<file path="config.mk">
export PLATFORM = sky130hd
export DESIGN_NAME = execute_stage
export DESIGN_NICKNAME = d
export VERILOG_FILES = /design/src/rtl/mips_pkg.sv /design/src/rtl/execute_stage.sv
export SDC_FILE = /design/constraint.sdc
export NUM_CORES = 1
export LEC_CHECK = 0
export ABC_AREA = 0
export BUFFER_PORTS_ARGS = -buffer_cell sky130_fd_sc_hd__buf_4
export CAP_MARGIN = 20
export CORE_MARGIN = 2
export CORE_UTILIZATION = 45
export DETAILED_ROUTE_END_ITERATION = 6
export PLACE_DENSITY = 0.68
export SLEW_MARGIN = 20
export SYNTH_ARGS = -nofsm -noshare
export SYNTH_HDL_FRONTEND = slang
export SYNTH_SLANG_ARGS = --single-unit
</file>
<file path="constraint.sdc">
create_clock -name clock -period 14.5 [get_ports clock]
set_input_delay 0.725 -clock clock [delete_from_list [all_inputs] [get_ports clock]]
set_output_delay 0.725 -clock clock [all_outputs]
set_load 0.01 [all_outputs]
</file>
<file path="src/rtl/mips_pkg.sv">
package mips_pkg;

	localparam int word_width = 32;
	localparam int register_address_width = 5;
	localparam int memory_depth = 256;
	localparam int memory_address_width = 8;
	localparam int alu_op_width = 4;

	// Major opcodes
	localparam logic [5:0] opcode_rtype = 6'b000000;
	localparam logic [5:0] opcode_addiu = 6'b001001;
	localparam logic [5:0] opcode_slti = 6'b001010;
	localparam logic [5:0] opcode_ori = 6'b001101;
	localparam logic [5:0] opcode_xori = 6'b001110;
	localparam logic [5:0] opcode_lui = 6'b001111;

	// R-type function field
	localparam logic [5:0] funct_addu = 6'b100001;
	localparam logic [5:0] funct_subu = 6'b100011;
	localparam logic [5:0] funct_and = 6'b100100;
	localparam logic [5:0] funct_or = 6'b100101;
	localparam logic [5:0] funct_xor = 6'b100110;
	localparam logic [5:0] funct_nor = 6'b100111;
	localparam logic [5:0] funct_slt = 6'b101010;
	localparam logic [5:0] funct_sltu = 6'b101011;
	localparam logic [5:0] funct_sll = 6'b000000;
	localparam logic [5:0] funct_srl = 6'b000010;
	localparam logic [5:0] funct_sra = 6'b000011;

	localparam logic [alu_op_width-1:0] alu_add = 4'd0;
	localparam logic [alu_op_width-1:0] alu_sub = 4'd1;
	localparam logic [alu_op_width-1:0] alu_and = 4'd2;
	localparam logic [alu_op_width-1:0] alu_or = 4'd3;
	localparam logic [alu_op_width-1:0] alu_xor = 4'd4;
	localparam logic [alu_op_width-1:0] alu_nor = 4'd5;
	localparam logic [alu_op_width-1:0] alu_slt = 4'd6;
	localparam logic [alu_op_width-1:0] alu_sltu = 4'd7;
	localparam logic [alu_op_width-1:0] alu_sll = 4'd8;
	localparam logic [alu_op_width-1:0] alu_srl = 4'd9;
	localparam logic [alu_op_width-1:0] alu_sra = 4'd10;
	localparam logic [alu_op_width-1:0] alu_lui = 4'd11;
	localparam logic [alu_op_width-1:0] alu_none = 4'd15; // Result forced to zero

	// One instruction word, seen as R-type or I-type fields
	typedef union packed {
		struct packed {
			logic [5:0] opcode;
			logic [register_address_width-1:0] rs;
			logic [register_address_width-1:0] rt;
			logic [register_address_width-1:0] rd;
			logic [4:0] shamt;
			logic [5:0] funct;
		} r;
		struct packed {
			logic [5:0] opcode;
			logic [register_address_width-1:0] rs;
			logic [register_address_width-1:0] rt;
			logic [15:0] immediate;
		} i;
	} instruction_word_t;

endpackage

</file>
<file path="src/rtl/execute_stage.sv">
`timescale 1ns/1ps

module execute_stage (
	input logic clock,
	input logic reset,
	input logic decode_valid,
	input logic [mips_pkg::word_width-1:0] decode_pc,
	input logic [mips_pkg::alu_op_width-1:0] alu_op,
	input logic [mips_pkg::word_width-1:0] operand_a,
	input logic [mips_pkg::word_width-1:0] operand_b,
	input logic [4:0] shift_amount,
	input logic [mips_pkg::register_address_width-1:0] destination,
	input logic [mips_pkg::register_address_width-1:0] rs_index,
	input logic [mips_pkg::register_address_width-1:0] rt_index,
	input logic uses_rt,
	output logic result_valid,
	output logic [mips_pkg::word_width-1:0] result_pc,
	output logic [mips_pkg::register_address_width-1:0] result_register,
	output logic [mips_pkg::word_width-1:0] result_data,
	output logic write_enable,
	output logic [mips_pkg::register_address_width-1:0] write_address,
	output logic [mips_pkg::word_width-1:0] write_data
);

	logic forward_a;
	logic forward_b;
	logic [mips_pkg::word_width-1:0] source_a;
	logic [mips_pkg::word_width-1:0] source_b;
	logic [mips_pkg::word_width-1:0] alu_result;

	// Bypass from the instruction one ahead
	assign forward_a = result_valid && result_register != '0 && result_register == rs_index;
	assign forward_b = result_valid && uses_rt && result_register != '0
		&& result_register == rt_index;

	assign source_a = forward_a ? result_data : operand_a;
	assign source_b = forward_b ? result_data : operand_b;

	always_comb begin
		case (alu_op)
			mips_pkg::alu_add: alu_result = source_a + source_b;
			mips_pkg::alu_sub: alu_result = source_a - source_b;
			mips_pkg::alu_and: alu_result = source_a & source_b;
			mips_pkg::alu_or: alu_result = source_a | source_b;
			mips_pkg::alu_xor: alu_result = source_a ^ source_b;
			mips_pkg::alu_nor: alu_result = ~(source_a | source_b);
			mips_pkg::alu_slt: begin
				alu_result = {31'b0, $signed(source_a) < $signed(source_b)};
			end
			mips_pkg::alu_sltu: alu_result = {31'b0, source_a < source_b};
			mips_pkg::alu_sll: alu_result = source_b << shift_amount;
			mips_pkg::alu_srl: alu_result = source_b >> shift_amount;
			mips_pkg::alu_sra: alu_result = $signed(source_b) >>> shift_amount;
			mips_pkg::alu_lui: alu_result = {source_b[15:0], 16'b0};
			default: alu_result = '0; // alu_none and unused codes
		endcase
	end

	always_ff @(posedge clock) begin
		if (reset)
			result_valid <= 1'b0;
		else
			result_valid <= decode_valid;
	end

	always_ff @(posedge clock) begin
		result_pc <= decode_pc;
		result_register <= destination;
		result_data <= alu_result;
	end

	// Register file writes on the next edge
	assign write_enable = result_valid;
	assign write_address = result_register;
	assign write_data = result_data;

endmodule

</file>
==> Word level (Yosys, flattened, before mapping) <==
Index checks and enable logic that the tools add are counted.
{ "op_classes": {"n_addsub": 2, "order_cmp": 2, "n_eq_ne": 13, "shift": 3, "mux": 3, "bitwise": 4, "reduce_logical": 7} }
{ "ops": {"columns": ["cell", "count"], "rows": [
  ["$pmux 32 s12", 1],
  ["$lt 32x32->1", 2],
  ["$mux 32", 2],
  ["$add 32x32->32", 1],
  ["$and 32x32->32", 1],
  ["$not 32->32", 1],
  ["$or 32x32->32", 1],
  ["$shl 32x5->32", 1],
  ["$shr 32x5->32", 1],
  ["$sshr 32x5->32", 1],
  ["$sub 32x32->32", 1],
  ["$xor 32x32->32", 1],
  ["$eq 4x3->1 const B", 4],
  ["$eq 4x4->1 const B", 4],
  ["$eq 5x5->1", 2],
  ["$eq 4x2->1 const B", 2],
  ["$logic_and 1x1->1", 5],
  ["$reduce_bool 5->1", 1],
  ["$eq 4x1->1 const B", 1],
  ["$logic_not 4->1", 1]
]} }
{ "totals": {"reg_bits": 70, "inputBits": 124, "out_inout_bits": 108, "word_cells": 38} }

==> Depth between registers and ports, before layout <==
Gate-level depths: netlist of the first run.
{ "depth": {"word_depth": 7, "mapped_depth": 19, "ltp_nobuf": 18} }

==> Worst setup path before layout of the first run <==
OpenSTA, ideal clock, no wires.
{ "synth_path": {"path_kind": "input-to-reg", "start": "input port rt_index[4] in the netlist's numbering", "end": "register result_data[31] in the netlist's numbering", "setup_time_ps": 120, "arrival_time_ps": 5227, "required_ps": 14380, "slack_ps": 9153, "stages": 18, "path_buffers": 2, "cell_sequence": "xor2_1 or4_4 nor2_8 buf_6 mux2i_1 inv_1 ha_1 buf_2 nor2b_1 or2_2 nor4b_1 a21oi_1 a311oi_1 nor4_1 a2111oi_2 o31ai_1 a221o_1 a211o_1"} }
{ "synth_between": {"elab_chain_len": 6, "elab_cells_between_ends": 13, "classes_between": "add/sub: 2; eq/ne: 1; shift: 3; mux: 2; bitwise: 4; reduce/logical: 1"} }
{ "synth_lines": {"columns": ["element", "line", "text"], "rows": [
  ["start, declared", "execute_stage.sv:14", "input logic [mips_pkg::register_address_width-1:0] rt_index,"],
  ["$eq 5x5->1 (*)", "execute_stage.sv:34", "&& result_register == rt_index;"],
  ["$logic_and 1x1->1 (*)", "execute_stage.sv:34", null],
  ["$mux 32 (*)", "execute_stage.sv:37", "assign source_b = forward_b ? result_data : operand_b;"],
  ["branches (longest 2 deep; another with $sub 32x32->32)", null, null],
  ["$pmux 32 s12 (*)", "execute_stage.sv:40", "case (alu_op)"],
  ["named net alu_result (one bit)", "execute_stage.sv:29", "logic [mips_pkg::word_width-1:0] alu_result;"],
  ["end signal, assigned", "execute_stage.sv:69", "result_data <= alu_result;"],
  ["end, declared", "execute_stage.sv:19", "output logic [mips_pkg::word_width-1:0] result_data,"]
]} }
Mark *: on every way through the listed nets, which the timed path passes.
A chain may end at the register's enable or synchronous reset.

==> Final worst setup path of the first run <==
Ends and elaborated chain as after synthesis.

==> run summary, run 1 <==
Status - complete, no violations
Max Slew Vio Count - 0
Period minus WS final - 6.255 ns
Deepest clock path buffer count - 2
Asr flop ratio synth - 0%
Critical Path AT - 6.50 ns
Ys Warns - 0
Routed length per instance - 28.54 µm
Cell-by-cell trace of the critical path - buf_4 > xor2_1 > or4_4 > nor2_8 > buf_4 > mux2i_1 > buf_4 > inv_1 > ha_1 > nor2b_1 > or2_2 > nor4b_1 > a21oi_1 > a311oi_1 > nor4_1 > a2111oi_2 > o31ai_1 > a221o_1 > a211o_1
Num CTS Buffers - 9
Synthesized area - 11920 µm²
Final setup violating endpoints - 0
Post-route cell area - 13960 µm²
Crit path top cell by count - buf_4
WHS Path Cells - 1
TritonCTS clock tree - done
Largest net degree at the start of global routing - 54
Min-delay src - decode_pc[13]
DIE AREA - 27810 µm²
Metal3 WL - 6866 µm
Placement Rows - 59
Final Net Count - 1852
Post_cts resized - 0
Post-synth EDFFs - 0
Grt ovf - 0
Drt first pass iters - 6
Static Leak - 6.021 nW
Die Y - 166.8 µm
Slew of the pin with the lowest slew margin - 1.128 ns
Post-Place Setup Slack - 7.978 ns
Post-DP Area - 13670 µm²
Ys flop type - dfxtp_1
Hold_buf cts - 0
Netlist cell types - 80
Power density over the cells - 70.71 nW/µm²
Hold Vio Cnt, Final - 0
Die Width - 166.8 µm
IO Port Bufs - 231
Post-CTS Setup Inserts - 0
Core Box Area - 26060 µm²
Critical Path Max Stage Delay - 0.74 ns
Final setup TNS - 0 ns
Synthesis-to-layout area growth - 17.13%
Post-Syn Instances - 1491
Tot GR Track Use - 38.79%
MaxCap Viol Count - 0
Routed WL - 56190 µm
Critical path launch point - rt_index[4]
DR iter-0 viols - 2185
Met2 routed WL - 24380 µm
Filler cell count - 2526
Antenna viol nets, final - 0
Clk pin slew, worst setup/hold paths - 0.07 ns
Met1 WL - 22440 µm
Crit-path slowest cell - buf_4
Flops & latches, synth - 70
Sinks on Clock Net - 70
Synth Net Count - 1715
Setup ws final - 8.245 ns
Register area share after synthesis - 11.75%
Post-route DRC - 0
Dpl hpwl - 42930 µm
CTS H-tree depth - 3
Peak VDD IR - 0.05819 mV
Total vias in the final route - 13600
Antenna violations before repair - 2
Max FO, Critical Path - 53
Worst min-delay path class - in2reg
CP Data Required Time - 14.74 ns
Reg-to-Reg End - result_data[31]
RSZ-0062 raised after global routing - no
Final RePlAce weighted congestion - 1.008
Via-to-Cell Ratio - 6.907
Syn avg cell area - 7.996 µm²
FF-to-FF path depth - 18
Top routing layer in use - met5
Root Buffer - clkbuf_16
Slew margin rel. - 22.84%
Io pins - 232
Fmax - 159.9 MHz
Worst Clk Skew - 0.008422 ns
Pwr Total - 987.4 µW
Initial Utilization - 45.75%
Share of cells above drive strength 1 - 26.33%
Final period util - 43.14%
Vias in the first global route - 12536
FF-to-FF setup slack - 8.26 ns
CP endpoint kind - flip-flop
R2R Path Start - result_register[0]
Worst setup path class - in2reg
First-pass GRT wire length - 82300 µm
Hold path endpoint - result_pc[13]
Clk Latency, worst-skew pair - 0.36 ns
Startpoint types - input port
-- worst max-delay path by stage --
stage | end | slack (ns) | cells after the start
after floorplan | result_data[31] | 9.15 | 18
after global placement | result_data[31] | 8.14 | 19
after detailed placement | result_data[31] | 7.98 | 19
after CTS | result_data[31] | 8.34 | 19
after global routing | result_data[28] | 7.72 | 17
final | result_data[31] | 8.25 | 19
-- power breakdown --
| part | internal, mW | switching [mW] |
|---|---|---|
| clock network | 0.120 | 0.113 |
| logic | 0.206 | 0.292 |
| registers | 0.213 | 0.0441 |
| total | 0.539 | 0.448 |
-- cell usage in the layout, fill, tap and decap left out, types with 12 or more instances in the layout --
cell,synthesis,routed
a211oi_1,16,16
a21o_1,17,17
a21oi_1,99,99
a221oi_1,40,40
a22oi_1,20,20
a31oi_1,16,16
and2_1,12,12
buf_4,39,273
dfxtp_1,70,70
ha_1,98,98
inv_1,100,99
mux2_2,44,44
mux2i_1,92,92
mux4_2,69,69
nand2_1,103,103
nand2b_1,13,13
nand3_1,29,29
nor2_1,120,118
nor3_1,31,28
o211ai_1,13,13
o21ai_0,97,97
o21bai_1,12,12
o221ai_1,19,19
o22ai_1,27,27
xnor2_1,14,14
-- registers in the layout, summed over array words and instances (netlist names) --
signal	flops
result_register	5
result_data	32
result_pc	32
result_valid	1
-- area by class of cell --
class	count	area, µm²	share of cell area, %
sequential	70	1401	10.04
clock buffer	9	225.2	1.613
inverter	103	386.6	2.769
tap	335	419.2	3.002
timing repair buffer	273	2049	14.68
clock inverter	7	63.81	0.4570
multi-input combinational	1171	9415	67.43
antenna	1	2.502	0.01792
-- metrics by stage --
stage | std cells | hold WS, ns | util [%]
floorplan | 1491 | 0.7527 | -
global placement | 1952 | 0.8297 | 52.47
detailed placement | 1952 | 0.8306 | 52.47
CTS | 1968 | 0.4619 | 53.57
global route | 1968 | 0.4595 | 53.57
finish | 1969 | 0.4656 | 53.58
-- cell families (layout without fill, tap and decap cells) --
family	after synthesis	in the layout	share of synthesized area [%]
adder cells (fa/ha/maj)	100	100	10.62
AND/OR/NAND/NOR	369	369	14.42
buffers and inverters	250	392	9.540
multiplexers	207	207	25.15
XOR/XNOR	19	19	1.396
other	0	1	0
AO/OA/AOI/OAI	476	476	27.12
flip-flops	70	70	11.75
-- metal layers --
metal,global-route usage [%],up-vias
met1,54.28,6551
met3,9.411,184
met2,57.85,984
li1,-,5879
met5,0,-
met4,14.43,2
-- synth_stat cells (all sizes together), types with 12 or more instances --
cell type / number / area share, %
mux2: 44 / 4.2
nor2: 121 / 3.9
o22ai: 27 / 1.4
dfxtp: 70 / 12
o211ai: 14 / 1.0
o221ai: 19 / 1.4
nand2: 103 / 3.2
nor3: 31 / 1.3
buf: 62 / 3.6
a31oi: 16 / 0.84
o21bai: 12 / 0.76
o21ai: 103 / 4.3
a221oi: 40 / 2.9
a22oi: 20 / 1.3
mux4: 69 / 13
nand2b: 13 / 0.68
a21oi: 99 / 4.2
a211oi: 16 / 1.0
inv: 101 / 3.2
ha: 98 / 10
clkbuf: 85 / 2.7
nor4: 13 / 0.68
mux2i: 94 / 8.0
a21o: 17 / 1.1
nand3: 29 / 1.2
and2: 13 / 0.68
xnor2: 14 / 1.0
-- worst max-delay path, delay by kind of cell --
kind / cells / cell delay (ns)
buffers and inverters: 4 / 1.11
multiplexers: 1 / 0.26
AO/OA/AOI/OAI: 6 / 2.12
XOR/XNOR: 1 / 0.15
adder cells (fa/ha/maj): 1 / 0.47
AND/OR/NAND/NOR: 6 / 1.60
No activity file was read; power rests on OpenSTA's default activity.
==> inputs of run 2 (changes only) <==
==> constraint.sdc (replaced) <==
create_clock -name clock -period 6.1 [get_ports clock]
set_input_delay 0.305 -clock clock [delete_from_list [all_inputs] [get_ports clock]]
set_output_delay 0.305 -clock clock [all_outputs]
set_load 0.01 [all_outputs]
==> run 2 against run 1 <==
Against the previous run: sequential power is 140% higher; sequential share of layout area is 0.065 points lower; cell count is 0.46% higher; sequential cell count stayed put; clock skew is 0.016 ns higher; worst setup slack worse by 7.7 ns; via count is 0.43% higher; clock power is 140% higher; global-route usage hardly changed; critical path depth is 2 lower; design area is 0.65% higher; hold slack worse by 0.43 ns; critical endpoint unchanged.
==> run summary, run 2 (synthesis results as in run 1) <==
Num CTS Buffers - 9 (unchanged)
GR Util met1 - 54.28% (about the same)
Pwr Total - 2.355 mW (+140%)
Routed length per instance - 28.45 µm (-0.32%)
Post-CTS Setup Inserts - 0 (unchanged)
Initial Utilization - 45.75% (unchanged)
Reg power frac - 25.7% (-0.3 points)
Tot GR Track Use - 38.80% (about the same)
Post-route cell area - 14050 µm² (+0.65%)
Root Buffer - clkbuf_16
Status - complete, no violations
Final RePlAce weighted congestion - 1.015 (+0.68%)
Antenna violations before repair - 1 (-1)
DR iter-0 viols - 1994 (-8.7%)
Final setup violating endpoints - 0 (unchanged)
Grt met3 use - 9.339% (-0.071 points)
Combinational Power Share - 50.5% (about the same)
Core Box Area - 26060 µm² (unchanged)
Most frequent cells in the layout - buf_4 (282), nor2_1 (118), nand2_1 (103), inv_1 (99), a21oi_1 (99)
Post-Place Setup Slack - 0.6752 ns (-7.303 ns)
RSZ-0062 raised after global routing - no
Slew margin rel. - 39.43% (+17 points)
Most common cell after layout, fill and taps aside - buf_4
Synthesis-to-layout area growth - 17.89%
GR Util met2 - 57.64% (-0.22 points)
Worst Clk Skew - 0.02479 ns (+0.01637 ns)
Grt ovf - 0 (unchanged)
FF-to-FF path depth - 17 (-1)
DIE AREA - 27810 µm² (unchanged)
Slew of the pin with the lowest slew margin - 0.9053 ns (-0.2230 ns)
Hold Vio Cnt, Final - 0 (unchanged)
Power density over the cells - 167.6 nW/µm² (+140%)
Period minus WS final - 5.582 ns
Placement Rows - 59 (unchanged)
Total vias in the final route - 13659 (+0.43%)
TritonCTS clock tree - done
Sinks on Clock Net - 70 (unchanged)
Die Y - 166.8 µm (unchanged)
Post-DP Area - 13770 µm² (+0.70%)
First-pass GRT wire length - 82250 µm (about the same)
IO Port Bufs - 231 (unchanged)
CTS H-tree depth - 3 (unchanged)
Largest regs - result_data: 32 flops, result_pc: 32 flops, result_register: 5 flops
Int Power - 1.287 mW (+140%)
Vias in the first global route - 12447 (-0.71%)
Filler cell count - 2557 (+1.2%)
Final setup TNS - 0 ns (unchanged)
Max FO, Critical Path - 32 (-40%)
Share of cells above drive strength 1 - 26.84% (+0.51 points)
Clk pin slew, worst setup/hold paths - 0.09 ns (+0.02 ns)
Io pins - 232 (unchanged)
Sw Share - 45.35% (-0.063 points)
Static Leak - 6.078 nW (+0.95%)
Clock share of power - 23.9% (+0.3 points)
WHS Path Cells - 1 (unchanged)
CP Data Required Time - 6.34 ns (-8.40 ns)
Largest net degree at the start of global routing - 53 (-1.9%)
Fin cells - 1978 (+0.46%)
Routed WL - 56270 µm (+0.14%)
Drt first pass iters - 6 (unchanged)
Final Net Count - 1862 (+0.54%)
Inst Count DP - 1962 (+0.51%)
Sw Pwr - 1.068 mW (+140%)
Worst min-delay path class - in2reg
Startpoint types - flip-flop
Post_cts resized - 0 (unchanged)
CP endpoint kind - flip-flop
Antenna viol nets, final - 0 (unchanged)
MaxCap Viol Count - 0 (unchanged)
Die Width - 166.8 µm (unchanged)
Multi-input gate area - 9423 µm² (about the same)
Via-to-Cell Ratio - 6.905 (about the same)
Setup ws final - 0.5182 ns (-7.727 ns)
Post-route DRC - 0 (unchanged)
Peak VDD IR - 0.1344 mV (+130%)
Dpl hpwl - 43120 µm (+0.45%)
Worst setup path class - reg2reg
Final core occ - 53.93% (+0.35 points)
Final period util - 91.51%
Register area - 1401 µm² (unchanged)
Max Slew Vio Count - 0 (unchanged)
Hold_buf cts - 0 (unchanged)
Clk Latency, worst-skew pair - 0.36 ns (about the same)
Antenna cell count - 0 (-1)
Fmax - 179.2 MHz
Hold slack - 0.04046 ns (-0.4252 ns)
Critical Path AT - 5.82 ns (-0.68 ns)
Deepest clock path buffer count - 2 (unchanged)
Gr busiest metal - met2
==> run 2: power groups by stage <==
| stage | combinational (mW) | sequential, mW | clock (mW) |
|---|---|---|---|
| after global placement | 1.14 | 0.609 | 0 |
| after detailed placement | 1.14 | 0.610 | 0 |
| after floorplan | 0.713 | 0.582 | 0 |
| after global routing | 1.25 | 0.606 | 0.581 |
| final | 1.19 | 0.605 | 0.562 |
| after CTS | 1.15 | 0.599 | 0.568 |
==> run 2: metal layers <==
layer	vias up	wire, µm
met3	186	7043
met4	0	2655
li1	5902	-
met5	-	0
met1	6564	22690
met2	1007	23880
==> run 2: final timing paths <==
path                            from         endpoint  slack, ns
setup reg to reg  result_register[0]  result_data[31]       0.52
hold / removal          decode_pc[3]     result_pc[3]       0.04
setup / recovery  result_register[0]  result_data[31]       0.52
hold reg to reg       result_data[1]   result_data[1]       1.12
==> run 2: final cells by class <==
type                       instances  share of cell area, %
timing repair buffer             283                  15.21
clock buffer                       9                  1.602
tap                              335                  2.982
multi-input combinational       1171                  67.04
clock inverter                     7                 0.4451
sequential                        70                  9.971
inverter                         103                  2.751
==> run 2: critical path: stages (launching register included) <==
cell and delay (ns):
dfxtp_1 0.52, xnor2_1 0.16, nand3_1 0.11, nor4_2 0.35, buf_4 0.51, mux2_2 0.44, ha_1 0.37, nor2_1 0.11
o311a_1 0.34, a31oi_1 0.44, a21oi_1 0.24, a311oi_1 0.34, buf_4 0.21, nor4_1 0.06, a2111oi_2 0.54, o31ai_1 0.17
a221o_1 0.33, a211o_1 0.25
